<file path="config.mk">
export PLATFORM = sky130hd
export DESIGN_NAME = mcu_periph_bus
export DESIGN_NICKNAME = d
export VERILOG_FILES = /design/src/common/mcu_bus_pkg.sv /design/src/common/mcu_dataslot_pkg.sv /design/src/logic/ms_timer.sv /design/src/dataslot/target_dataslot_ctrl.sv /design/src/dataslot/dataslot_update_capture.sv /design/src/logic/mcu_periph_bus.sv
export VERILOG_INCLUDE_DIRS = /design/src /design/src/common
export SDC_FILE = /design/constraint.sdc
export NUM_CORES = 1
export LEC_CHECK = 0
export ABC_AREA = 1
export BUFFER_PORTS_ARGS = -buffer_cell sky130_fd_sc_hd__buf_2
export CORE_UTILIZATION = 35
export DETAILED_ROUTE_END_ITERATION = 16
export PLACE_DENSITY = 0.61
export SETUP_SLACK_MARGIN = 0.5
export SLEW_MARGIN = 10
export SYNTH_ARGS = -nofsm -noshare
export SYNTH_HDL_FRONTEND = slang
export SYNTH_SLANG_ARGS = --single-unit
export TNS_END_PERCENT = 10
</file>
<file path="constraint.sdc">
create_clock -name clk_sys -period 2.35 [get_ports clk_sys]
set_clock_uncertainty 0.15 [all_clocks]
set_input_delay 0.235 -clock clk_sys [delete_from_list [all_inputs] [get_ports clk_sys]]
set_output_delay 0.235 -clock clk_sys [all_outputs]
set_load 0.005 [all_outputs]
</file>
<file path="src/common/mcu_defs.svh">
/*
 * Widths and constants shared by the MCU peripheral block.
 * Included by the packages and the top level before use.
 */
`ifndef MCU_DEFS_SVH
`define MCU_DEFS_SVH

// Data bus
`define MCU_WORD_W 32 // Data word width
`define MCU_ADDR_W 32 // Byte address width

// Peripheral window, top 64 KiB
`define MCU_PERIPH_BASE 16'hFFFF // Upper address half of the window
`define MCU_OFFSET_W 8 // Register offset field in the low byte

// Dataslot interface
`define MCU_SLOT_ID_W 16 // Dataslot id
`define MCU_DS_ERR_W 3 // Result code, zero is OK

`endif

</file>
<file path="src/common/mcu_bus_pkg.sv">
/*
 * Data-bus word and address types, plus the low-byte register map
 * of the peripheral window. Referenced by scoped names only.
 */
`default_nettype none

`include "mcu_defs.svh"

package mcu_bus_pkg;

	typedef logic [`MCU_WORD_W-1:0] word_t; // One bus word
	typedef logic [`MCU_ADDR_W-1:0] addr_t; // Byte address

	// Register offsets within the window
	typedef enum logic [`MCU_OFFSET_W-1:0] {
		KEY0       = 8'h20, // Controller key words
		KEY1       = 8'h24,
		KEY2       = 8'h28,
		KEY3       = 8'h2C,
		JOY0       = 8'h30, // Joystick words
		JOY1       = 8'h34,
		JOY2       = 8'h38,
		JOY3       = 8'h3C,
		DS_ID      = 8'h80, // Target dataslot parameters
		DS_BRIDGE  = 8'h84,
		DS_LEN     = 8'h88,
		DS_OFFSET  = 8'h8C,
		DS_CTRL    = 8'h90, // Command on write, status on read
		SYS_FREQ   = 8'h98, // Cycles per millisecond minus one
		UPD_FLAG   = 8'hB0, // Read clears
		UPD_ID     = 8'hB4,
		UPD_SIZE   = 8'hB8,
		TMR1_COUNT = 8'hC4, // Bit 0 on write clears
		TMR1_CMP   = 8'hC8, // Write also enables the irq
		TMR2_COUNT = 8'hCC,
		TMR_STATE  = 8'hF4  // {irq, enable}
	} reg_offset_e;

endpackage

`default_nettype wire

</file>
<file path="src/common/mcu_dataslot_pkg.sv">
/*
 * Dataslot id, result code and DS_CTRL command bit positions.
 */
`default_nettype none

`include "mcu_defs.svh"

package mcu_dataslot_pkg;

	typedef logic [`MCU_SLOT_ID_W-1:0] slot_id_t; // Asset id
	typedef logic [`MCU_DS_ERR_W-1:0] ds_err_t; // Zero means OK

	// Bit positions in a DS_CTRL write
	typedef enum logic [1:0] {
		DS_CMD_READ   = 2'd0, // Read pulse
		DS_CMD_WRITE  = 2'd1, // Write pulse
		DS_CMD_IRQ_EN = 2'd2  // Done-edge interrupt enable
	} ds_cmd_e;

endpackage

`default_nettype wire

</file>
<file path="src/logic/ms_timer.sv">
/*
 * Millisecond timer. A cycle counter wraps at sys_freq and advances
 * count; irq latches when count hits a nonzero compare at a tick.
 */
`default_nettype none

module ms_timer (
	input  logic                clk_sys,
	input  logic                reset_n,
	input  logic                clear,    // Sync clear, also drops irq
	input  mcu_bus_pkg::word_t  sys_freq, // Cycles per tick minus one
	input  mcu_bus_pkg::word_t  compare,  // Zero disables the match
	output mcu_bus_pkg::word_t  count,
	output logic                irq
);

	mcu_bus_pkg::word_t tick_cnt; // Cycles since last tick
	logic               tick;

	assign tick = (tick_cnt >= sys_freq); // Also catches a lowered sys_freq

	always_ff @(posedge clk_sys or negedge reset_n) begin
		if (!reset_n) begin
			tick_cnt <= '0;
			count    <= '0;
			irq      <= 1'b0;
		end else if (clear) begin
			tick_cnt <= '0;
			count    <= '0;
			irq      <= 1'b0;
		end else if (tick) begin
			tick_cnt <= '0;
			count    <= count + 1'b1;
			// Match on the value before the increment
			if (compare != '0 && count == compare) begin
				irq <= 1'b1; // Sticky until next clear
			end
		end else begin
			tick_cnt <= tick_cnt + 1'b1;
		end
	end

endmodule

`default_nettype wire

</file>
<file path="src/dataslot/target_dataslot_ctrl.sv">
/*
 * Target-dataslot command registers. Holds the four parameters, fires
 * read/write pulses from a DS_CTRL write and raises ext_irq on done.
 */
`default_nettype none

module target_dataslot_ctrl (
	input  logic                        clk_sys,
	input  logic                        reset_n,
	input  logic                        wr_id,     // Write strobes from decode
	input  logic                        wr_bridge,
	input  logic                        wr_len,
	input  logic                        wr_offset,
	input  logic                        wr_ctrl,
	input  mcu_bus_pkg::word_t          wdata,
	input  logic                        target_dataslot_ack,  // Host levels
	input  logic                        target_dataslot_done,
	input  mcu_dataslot_pkg::ds_err_t   target_dataslot_err,
	output logic                        target_dataslot_read,
	output logic                        target_dataslot_write,
	output mcu_dataslot_pkg::slot_id_t  target_dataslot_id,
	output mcu_bus_pkg::word_t          target_dataslot_bridgeaddr,
	output mcu_bus_pkg::word_t          target_dataslot_length,
	output mcu_bus_pkg::word_t          target_dataslot_slotoffset,
	output mcu_bus_pkg::word_t          status,
	output logic                        ext_irq
);

	logic irq_en;  // Done-edge interrupt enable
	logic done_q;  // Done, registered
	logic done_q2; // Previous done, for the edge

	// Command parameters
	always_ff @(posedge clk_sys or negedge reset_n) begin
		if (!reset_n) begin
			target_dataslot_id         <= '0;
			target_dataslot_bridgeaddr <= '0;
			target_dataslot_length     <= '0;
			target_dataslot_slotoffset <= '0;
		end else begin
			if (wr_id)
				target_dataslot_id <= wdata[$bits(mcu_dataslot_pkg::slot_id_t)-1:0];
			if (wr_bridge)
				target_dataslot_bridgeaddr <= wdata;
			if (wr_len)
				target_dataslot_length <= wdata;
			if (wr_offset)
				target_dataslot_slotoffset <= wdata;
		end
	end

	// Command pulses and interrupt
	always_ff @(posedge clk_sys or negedge reset_n) begin
		if (!reset_n) begin
			target_dataslot_read  <= 1'b0;
			target_dataslot_write <= 1'b0;
			irq_en                <= 1'b0;
			done_q                <= 1'b0;
			done_q2               <= 1'b0;
			ext_irq               <= 1'b0;
		end else begin
			// One cycle each, only on a DS_CTRL write
			target_dataslot_read  <= wr_ctrl & wdata[mcu_dataslot_pkg::DS_CMD_READ];
			target_dataslot_write <= wr_ctrl & wdata[mcu_dataslot_pkg::DS_CMD_WRITE];
			if (wr_ctrl)
				irq_en <= wdata[mcu_dataslot_pkg::DS_CMD_IRQ_EN];
			done_q  <= target_dataslot_done;
			done_q2 <= done_q;
			ext_irq <= irq_en & done_q & ~done_q2; // Rising edge of done
		end
	end

	// Status word {ack, done, err}, zero extended
	assign status = mcu_bus_pkg::word_t'({target_dataslot_ack, target_dataslot_done,
		target_dataslot_err});

endmodule

`default_nettype wire

</file>
<file path="src/dataslot/dataslot_update_capture.sv">
/*
 * Dataslot-update capture. A pulse sets the flag and latches id and
 * size; reading UPD_FLAG clears the flag unless a new pulse arrives.
 */
`default_nettype none

module dataslot_update_capture (
	input  logic                        clk_sys,
	input  logic                        reset_n,
	input  logic                        dataslot_update, // One-cycle pulse
	input  mcu_dataslot_pkg::slot_id_t  dataslot_update_id,
	input  mcu_bus_pkg::word_t          dataslot_update_size,
	input  logic                        rd_flag,         // UPD_FLAG read strobe
	output logic                        flag,
	output mcu_dataslot_pkg::slot_id_t  upd_id,
	output mcu_bus_pkg::word_t          upd_size
);

	always_ff @(posedge clk_sys or negedge reset_n) begin
		if (!reset_n) begin
			flag     <= 1'b0;
			upd_id   <= '0;
			upd_size <= '0;
		end else if (dataslot_update) begin
			// New update wins over a clearing read
			flag     <= 1'b1;
			upd_id   <= dataslot_update_id;
			upd_size <= dataslot_update_size;
		end else if (rd_flag) begin
			flag <= 1'b0;
		end
	end

endmodule

`default_nettype wire

</file>
<file path="src/logic/mcu_periph_bus.sv">
/*
 * Peripheral register block on the CPU data bus. Decodes the top 64 KiB
 * window, hosts the timer registers and answers every command one cycle
 * later with a registered read word.
 */
`default_nettype none

`include "mcu_defs.svh"

module mcu_periph_bus (
	input  logic                        clk_sys,
	input  logic                        reset_n,
	input  logic                        dbus_valid, // One-cycle command strobe
	input  logic                        dbus_wr,
	input  mcu_bus_pkg::addr_t          dbus_addr,
	input  mcu_bus_pkg::word_t          dbus_wdata,
	output logic                        dbus_rsp_ready,
	output mcu_bus_pkg::word_t          dbus_rsp_data,
	input  mcu_bus_pkg::word_t          cont_key0,
	input  mcu_bus_pkg::word_t          cont_key1,
	input  mcu_bus_pkg::word_t          cont_key2,
	input  mcu_bus_pkg::word_t          cont_key3,
	input  mcu_bus_pkg::word_t          cont_joy0,
	input  mcu_bus_pkg::word_t          cont_joy1,
	input  mcu_bus_pkg::word_t          cont_joy2,
	input  mcu_bus_pkg::word_t          cont_joy3,
	input  logic                        target_dataslot_ack,
	input  logic                        target_dataslot_done,
	input  mcu_dataslot_pkg::ds_err_t   target_dataslot_err,
	input  logic                        dataslot_update,
	input  mcu_dataslot_pkg::slot_id_t  dataslot_update_id,
	input  mcu_bus_pkg::word_t          dataslot_update_size,
	output logic                        target_dataslot_read,
	output logic                        target_dataslot_write,
	output mcu_dataslot_pkg::slot_id_t  target_dataslot_id,
	output mcu_bus_pkg::word_t          target_dataslot_bridgeaddr,
	output mcu_bus_pkg::word_t          target_dataslot_length,
	output mcu_bus_pkg::word_t          target_dataslot_slotoffset,
	output logic                        ext_irq,
	output logic                        timer_irq
);

	localparam int ID_PAD_W = `MCU_WORD_W - `MCU_SLOT_ID_W; // Zero fill for id reads

	mcu_bus_pkg::reg_offset_e   offset;
	logic                       in_window;
	logic                       wr_cmd;   // Write inside the window
	logic                       rd_cmd;   // Read inside the window
	mcu_bus_pkg::word_t         rd_word;  // Selected read word
	mcu_bus_pkg::word_t         sys_freq; // Shared by both timers
	mcu_bus_pkg::word_t         tmr1_cmp;
	logic                       tmr_en;   // Timer-1 irq enable
	mcu_bus_pkg::word_t         tmr1_count;
	mcu_bus_pkg::word_t         tmr2_count;
	logic                       tmr1_irq;
	mcu_bus_pkg::word_t         ds_status;
	logic                       upd_flag;
	mcu_dataslot_pkg::slot_id_t upd_id;
	mcu_bus_pkg::word_t         upd_size;

	// Window and offset decode, bits 15:8 not checked
	assign in_window = (dbus_addr[`MCU_ADDR_W-1:16] == `MCU_PERIPH_BASE);
	assign offset    = mcu_bus_pkg::reg_offset_e'(dbus_addr[`MCU_OFFSET_W-1:0]);
	assign wr_cmd    = dbus_valid & dbus_wr & in_window;
	assign rd_cmd    = dbus_valid & ~dbus_wr & in_window;

	target_dataslot_ctrl u_ds_ctrl (
		.clk_sys                    (clk_sys),
		.reset_n                    (reset_n),
		.wr_id                      (wr_cmd && offset == mcu_bus_pkg::DS_ID),
		.wr_bridge                  (wr_cmd && offset == mcu_bus_pkg::DS_BRIDGE),
		.wr_len                     (wr_cmd && offset == mcu_bus_pkg::DS_LEN),
		.wr_offset                  (wr_cmd && offset == mcu_bus_pkg::DS_OFFSET),
		.wr_ctrl                    (wr_cmd && offset == mcu_bus_pkg::DS_CTRL),
		.wdata                      (dbus_wdata),
		.target_dataslot_ack        (target_dataslot_ack),
		.target_dataslot_done       (target_dataslot_done),
		.target_dataslot_err        (target_dataslot_err),
		.target_dataslot_read       (target_dataslot_read),
		.target_dataslot_write      (target_dataslot_write),
		.target_dataslot_id         (target_dataslot_id),
		.target_dataslot_bridgeaddr (target_dataslot_bridgeaddr),
		.target_dataslot_length     (target_dataslot_length),
		.target_dataslot_slotoffset (target_dataslot_slotoffset),
		.status                     (ds_status),
		.ext_irq                    (ext_irq)
	);

	dataslot_update_capture u_upd (
		.clk_sys              (clk_sys),
		.reset_n              (reset_n),
		.dataslot_update      (dataslot_update),
		.dataslot_update_id   (dataslot_update_id),
		.dataslot_update_size (dataslot_update_size),
		.rd_flag              (rd_cmd && offset == mcu_bus_pkg::UPD_FLAG),
		.flag                 (upd_flag),
		.upd_id               (upd_id),
		.upd_size             (upd_size)
	);

	// Clear straight from the strobe so a following read sees it
	ms_timer tmr1 (
		.clk_sys  (clk_sys),
		.reset_n  (reset_n),
		.clear    (wr_cmd && offset == mcu_bus_pkg::TMR1_COUNT && dbus_wdata[0]),
		.sys_freq (sys_freq),
		.compare  (tmr1_cmp),
		.count    (tmr1_count),
		.irq      (tmr1_irq)
	);

	ms_timer tmr2 (
		.clk_sys  (clk_sys),
		.reset_n  (reset_n),
		.clear    (wr_cmd && offset == mcu_bus_pkg::TMR2_COUNT && dbus_wdata[0]),
		.sys_freq (sys_freq),
		.compare  ('0), // Free running, no match
		.count    (tmr2_count),
		.irq      ()
	);

	assign timer_irq = tmr_en & tmr1_irq;

	// Timer configuration registers
	always_ff @(posedge clk_sys or negedge reset_n) begin
		if (!reset_n) begin
			sys_freq <= '0;
			tmr1_cmp <= '0;
			tmr_en   <= 1'b0;
		end else if (wr_cmd) begin
			case (offset)
				mcu_bus_pkg::SYS_FREQ:   sys_freq <= dbus_wdata;
				mcu_bus_pkg::TMR1_COUNT: tmr_en <= 1'b0; // Any count write disarms
				mcu_bus_pkg::TMR1_CMP: begin
					tmr1_cmp <= dbus_wdata;
					tmr_en   <= 1'b1;
				end
				default: ;
			endcase
		end
	end

	// Read mux, unknown offsets give zero
	always_comb begin
		case (offset)
			mcu_bus_pkg::KEY0:       rd_word = cont_key0;
			mcu_bus_pkg::KEY1:       rd_word = cont_key1;
			mcu_bus_pkg::KEY2:       rd_word = cont_key2;
			mcu_bus_pkg::KEY3:       rd_word = cont_key3;
			mcu_bus_pkg::JOY0:       rd_word = cont_joy0;
			mcu_bus_pkg::JOY1:       rd_word = cont_joy1;
			mcu_bus_pkg::JOY2:       rd_word = cont_joy2;
			mcu_bus_pkg::JOY3:       rd_word = cont_joy3;
			mcu_bus_pkg::DS_ID:      rd_word = {{ID_PAD_W{1'b0}}, target_dataslot_id};
			mcu_bus_pkg::DS_BRIDGE:  rd_word = target_dataslot_bridgeaddr;
			mcu_bus_pkg::DS_LEN:     rd_word = target_dataslot_length;
			mcu_bus_pkg::DS_OFFSET:  rd_word = target_dataslot_slotoffset;
			mcu_bus_pkg::DS_CTRL:    rd_word = ds_status;
			mcu_bus_pkg::SYS_FREQ:   rd_word = sys_freq;
			mcu_bus_pkg::UPD_FLAG:   rd_word = mcu_bus_pkg::word_t'(upd_flag);
			mcu_bus_pkg::UPD_ID:     rd_word = {{ID_PAD_W{1'b0}}, upd_id};
			mcu_bus_pkg::UPD_SIZE:   rd_word = upd_size;
			mcu_bus_pkg::TMR1_COUNT: rd_word = tmr1_count;
			mcu_bus_pkg::TMR1_CMP:   rd_word = tmr1_cmp;
			mcu_bus_pkg::TMR2_COUNT: rd_word = tmr2_count;
			mcu_bus_pkg::TMR_STATE:  rd_word = mcu_bus_pkg::word_t'({timer_irq, tmr_en});
			default:                 rd_word = '0;
		endcase
	end

	// One response per command, writes and misses return zero
	always_ff @(posedge clk_sys or negedge reset_n) begin
		if (!reset_n) begin
			dbus_rsp_ready <= 1'b0;
			dbus_rsp_data  <= '0;
		end else begin
			dbus_rsp_ready <= dbus_valid;
			dbus_rsp_data  <= rd_cmd ? rd_word : '0;
		end
	end

endmodule

`default_nettype wire

</file>
* Word level (Yosys, flattened, before mapping)
Index checks and enable logic that the tools add are counted.
W data, S select, Z words.
** Word-level totals
- Input bits :: 378
- Register bits after elaboration :: 394
- Output and inout bits :: 149
** Operators by class
- $add $sub $neg :: 4
- Muxes and demuxes :: 16
- Equal/unequal tests :: 23
- Reduce and logical (&&, ||, !) cells :: 21
- Bitwise logic cells :: 11
- Magnitude comparators :: 2
** Operators with widths (number)
- $pmux W32 S21 :: 1
- $mux W32 :: 9
- $add A32 B1 Y32 const B :: 4
- $eq A8 B8 Y1 const B :: 13
- $eq A8 B6 Y1 const B :: 8
- $ge A32 B32 Y1 :: 2
- $eq A32 B32 Y1 :: 1
- $reduce_bool A32 Y1 :: 1
- $eq A16 B16 Y1 const B :: 1
- $logic_and A1 B1 Y1 :: 11
- $reduce_bool A2 Y1 :: 5
- $and A1 B1 Y1 :: 9
- $reduce_and A2 Y1 :: 4
- $mux W1 :: 5
- $not A1 Y1 :: 2
- $pmux W1 S2 :: 1

* Logic depth before layout (Yosys ltp)
- Word-level depth :: 6
- Gate-level depth with buffers :: 17
- Gate-level depth less buffers :: 16

* Hierarchy
From an unflattened synthesis, not the netlist that was laid out.
** Second synthesis, totals
- Cell total of the unflattened synthesis :: 3890
- Area total of the unflattened synthesis :: 26147.6 um^2
** By module, submodules not included
- ms_timer :: area each 5432.7 um^2, times used 2, sequential area each 1626.6 um^2, cells an instance 786
- mcu_periph_bus :: area each 8590.7 um^2, times used 1, sequential area each 2452.4 um^2, cells an instance 1586
- target_dataslot_ctrl :: area each 4849.7 um^2, times used 1, sequential area each 2952.8 um^2, cells an instance 525
- dataslot_update_capture :: area each 1841.8 um^2, times used 1, sequential area each 1226.2 um^2, cells an instance 207

* Least setup slack after synthesis
OpenSTA, ideal clock, no wires.
- Kind :: flip-flop to flip-flop
- Start point :: register tmr2.tick_cnt[29]
- End point :: register tmr2.count[13]
- Cell stages (with the launch flop) :: 11
- Period minus slack after synthesis :: 2.111 ns
- Data required time :: 2.082 ns
- Data arrival time :: 1.843 ns
- Slack :: 0.239 ns
- Library setup time :: 0.118 ns
- Cell sequence :: dfrtp_1 > ha_1 > a21oi_1 > o21ai_0 > nor2_1 > nand2_1 > nor2_1 > nand2_1 > buf_2 > nand3b_1 > nand2_1
** On the way
- Cells in the longest elaborated chain, start to end :: 2
** Ends and longest elaborated chain
- from (decl) :: line ms_timer.sv:17 : mcu_bus_pkg::word_t tick_cnt;
- from (signal assigned) :: line ms_timer.sv:39 : tick_cnt <= tick_cnt + 1'b1;
- $ge A32 B32 Y1 :: line ms_timer.sv:20 : assign tick = (tick_cnt >= sys_freq);
- $reduce_bool A2 Y1 (no line)
- to (signal assigned) :: line ms_timer.sv:33 : count <= count + 1'b1;
- to (decl) :: line ms_timer.sv:13 : output mcu_bus_pkg::word_t count,
No other way between the ends.
A chain may end at the register's enable or synchronous reset.

* Worst setup path in the final report
- Start point :: register sys_freq[10]
- End point :: register tmr2.tick_cnt[0]
** On the way
- Cells in the longest elaborated chain, start to end :: 3
** Ends and longest elaborated chain
- from (decl) :: line mcu_periph_bus.sv:50 : mcu_bus_pkg::word_t sys_freq;
- from (signal assigned) :: line mcu_periph_bus.sv:132 : mcu_bus_pkg::SYS_FREQ: sys_freq <= dbus_wdata;
- $ge A32 B32 Y1 :: line ms_timer.sv:20
- $mux W32 :: line ms_timer.sv:31 : end else if (tick) begin
- $mux W32 :: line ms_timer.sv:27 : end else if (clear) begin
No other way between the ends.

==> out/results.tsv <==
metric	value	unit
cp.arrival	2.67	ns
grt_usage	34.82	%
yosys_warnings	0	
synth_area	23640	sq um
r2r-start	sys_freq[10]	
via_per_inst	5.247	
cts_tree	yes	
avgSynthCellArea	6.970	sq um
wl	124100	um
dp_slack	-0.6150	ns
die_h	261.9	um
fin_crit	2.328	ns
end_kind	register	
cts_buffer_depth	3	
io_pins	527	
synth_nets	3838	
row_count	94	
worstMarginPinSlew	0.6825	ns
crit_fanout	16	
hold_start	cont_key1[13]	
ys.flop_type	dfrtp_1	
r2r_slack	0.02	ns
cts_buffers	47	
synth-seq-cells	394	
hold_depth	7	
ys_seq_area_share	41.70	%
area_delta_synth_final	45.56	%
synth_cells	3392	
p_leak	17.11	nW
synthArstFlopShare	100.0	%
hold_end	dbus_rsp_data[13]	
mostFrequentLayoutCells	nand2_1, buf_2, nor2_1	
reg2regPathDepth	12	
die_w	261.9	um
fin_crit_sh	99.04	%
utilization	51.88	%
max_slew_margin	54.45	%
outcome	finished clean	
r2r_end	tmr2.tick_cnt[0]	
yosys.area.top_type	dfrtp_1	
startpoint_type	register	
clock_latency	0.62	ns
place_area	29360	sq um
dr.pass1.iters	6	
maxSlewViolCount	0	
synth_top_area_share	41.70	%
rsz0062_at_grt	yes	
grt_overflow	0	
cap_violations	0	
setup_viol	0	
synth.distinct_cells	39	
ant_nets	0	
path_class	reg2reg	
synth_edf_count	0	
final.setup.tns	0	ns
layout-drive-gt1-share	24.87	%
clk_pin_slew	0.06	ns
routabilityCongestion	0.9947	
finish.instance_area	34410	sq um
final_common_cell	nand2_1	
antenna_found_initial	9	
fp.coreArea	66330	sq um
cts_sinks	394	
grt_pass1_vias	25979	
start_util	35.64	%
grt_max_degree	81	
die_area	68590	sq um
finalPower	0.01577	W
numPortBuffers	518	
hold_class	in2reg	
cts_max_level	2	
fmax	429.6	MHz
drtIter0Drc	2949	
setup_ws	0.02245	ns
ir_drop	0.4779	mV
drc	0	
vias	27494	
hold_viol_final	0	
wire_per_inst	23.68	um
dpl.hpwl	94420	um
synth.area.top_cells	dfrtp_1, nand2_1, nor2_1	
cts_root_buffer	clkbuf_16	
grt_pass1_wl	171600	um
pwr_density_cell	458.1	nW/um^2
crit_required	2.69	ns
fin_nets	4789	
-- flip-flops by register name (all words and copies together) (netlist names), 16 cells and up --
name and cells:
dbus_rsp_data 32, sys_freq 32, tmr1.count 32, tmr1.tick_cnt 32, tmr1_cmp 32, tmr2.count 32
tmr2.tick_cnt 32, u_ds_ctrl.target_dataslot_bridgeaddr 32, u_ds_ctrl.target_dataslot_length 32, u_ds_ctrl.target_dataslot_slotoffset 32, u_upd.upd_size 32, u_ds_ctrl.target_dataslot_id 16
u_upd.upd_id 16
-- cells in the mapped netlist (62+ instances only) --
cell / instances
nand2_1: 1207
nor2_1: 455
dfrtp_1: 394
o21ai_0: 314
inv_1: 283
nand3_1: 102
nand4_1: 94
clkbuf_1: 83
xor2_1: 82
nor3_1: 71
ha_1: 68
a21oi_1: 62
-- how the worst max path moves through the flow --
stage / cells past startpoint / to / from / slack (ns)
6_report: 12 / tmr2.tick_cnt[0] / sys_freq[10] / 0.02
5_1_grt: 14 / tmr2.tick_cnt[7] / sys_freq[1] / -0.06
4_1_cts: 11 / tmr1.count[4] / sys_freq[31] / 0.07
3_5_place_dp: 14 / dbus_rsp_data[16] / dbus_addr[1] / -0.62
3_3_place_gp: 14 / dbus_rsp_data[16] / dbus_addr[1] / -0.64
2_1_floorplan: 12 / tmr1.count[25] / tmr1.tick_cnt[7] / 0.44
-- worst max-delay path, stage by stage (launching register included) --
cell        delay (ns)
dfrtp_1           0.39
clkinvlp_4        0.16
buf_6             0.16
ha_4              0.25
nand2_2           0.04
o21bai_1          0.15
a21oi_1           0.18
nor2_2            0.08
nand2_4           0.12
nand2_8           0.08
nand3_4           0.20
buf_12            0.19
nor2_1            0.05
-- kinds of logic after synthesis --
kind of cell	synth area share [%]
fa+ha+maj	3.599
mux	0.8097
compound gates	8.865
simple gates	33.88
xor+xnor	4.038
buf+inv	7.108
flops	41.70
-- where the power goes --
| group | total (W) | internal (W) | switching [W] |
|---|---|---|---|
| logic | 0.00134 | 0.000643 | 0.000698 |
| clock network | 0.00746 | 0.00426 | 0.00319 |
| registers | 0.00697 | 0.00689 | 0.0000786 |
| total | 0.0158 | 0.0118 | 0.00397 |
-- metal layers --
layer	track usage (%)	part of all wire [%]	routed length, um	up-vias
li1	-	-	-	12693
met1	47.28	42	52560	13092
met2	53.55	43	53920	1436
met3	8.218	9.9	12330	265
met4	13.52	4.2	5233	8
met5	0	0.049	61	-
-- layout make-up --
type                    instances  area [sq um]
clock buffers                  67          1331
repair buffers               1036          7906
well taps                     864          1081
fillers                      6455         31920
inverters                     291          1136
flip-flops and latches        394          9862
diodes                          2         5.005
clock inverters                13         166.4
multi-input cells            2573         12920
-- timing repair --
item / 4_1_cts / 5_1_grt
pin swaps: 7 / 93
gates resized for setup: 42 / 201
endpoints found under the hold margin: 646 / 0
cloned: 1 / 8
endpoints found under the setup margin: 130 / 203
hold buffers: 233 / 0
buffers inserted: 6 / 21
-- through the flow --
step | hold WS [ns] | instances
after floorplan | -0.2106 | 3392
after global placement | 0.04385 | 4889
after detailed placement | 0.04459 | 4889
after CTS | 0.0001134 | 5209
after global routing | 0.02290 | 5240
final | 0.003745 | 5240
Power figures use the tool's default switching activity.
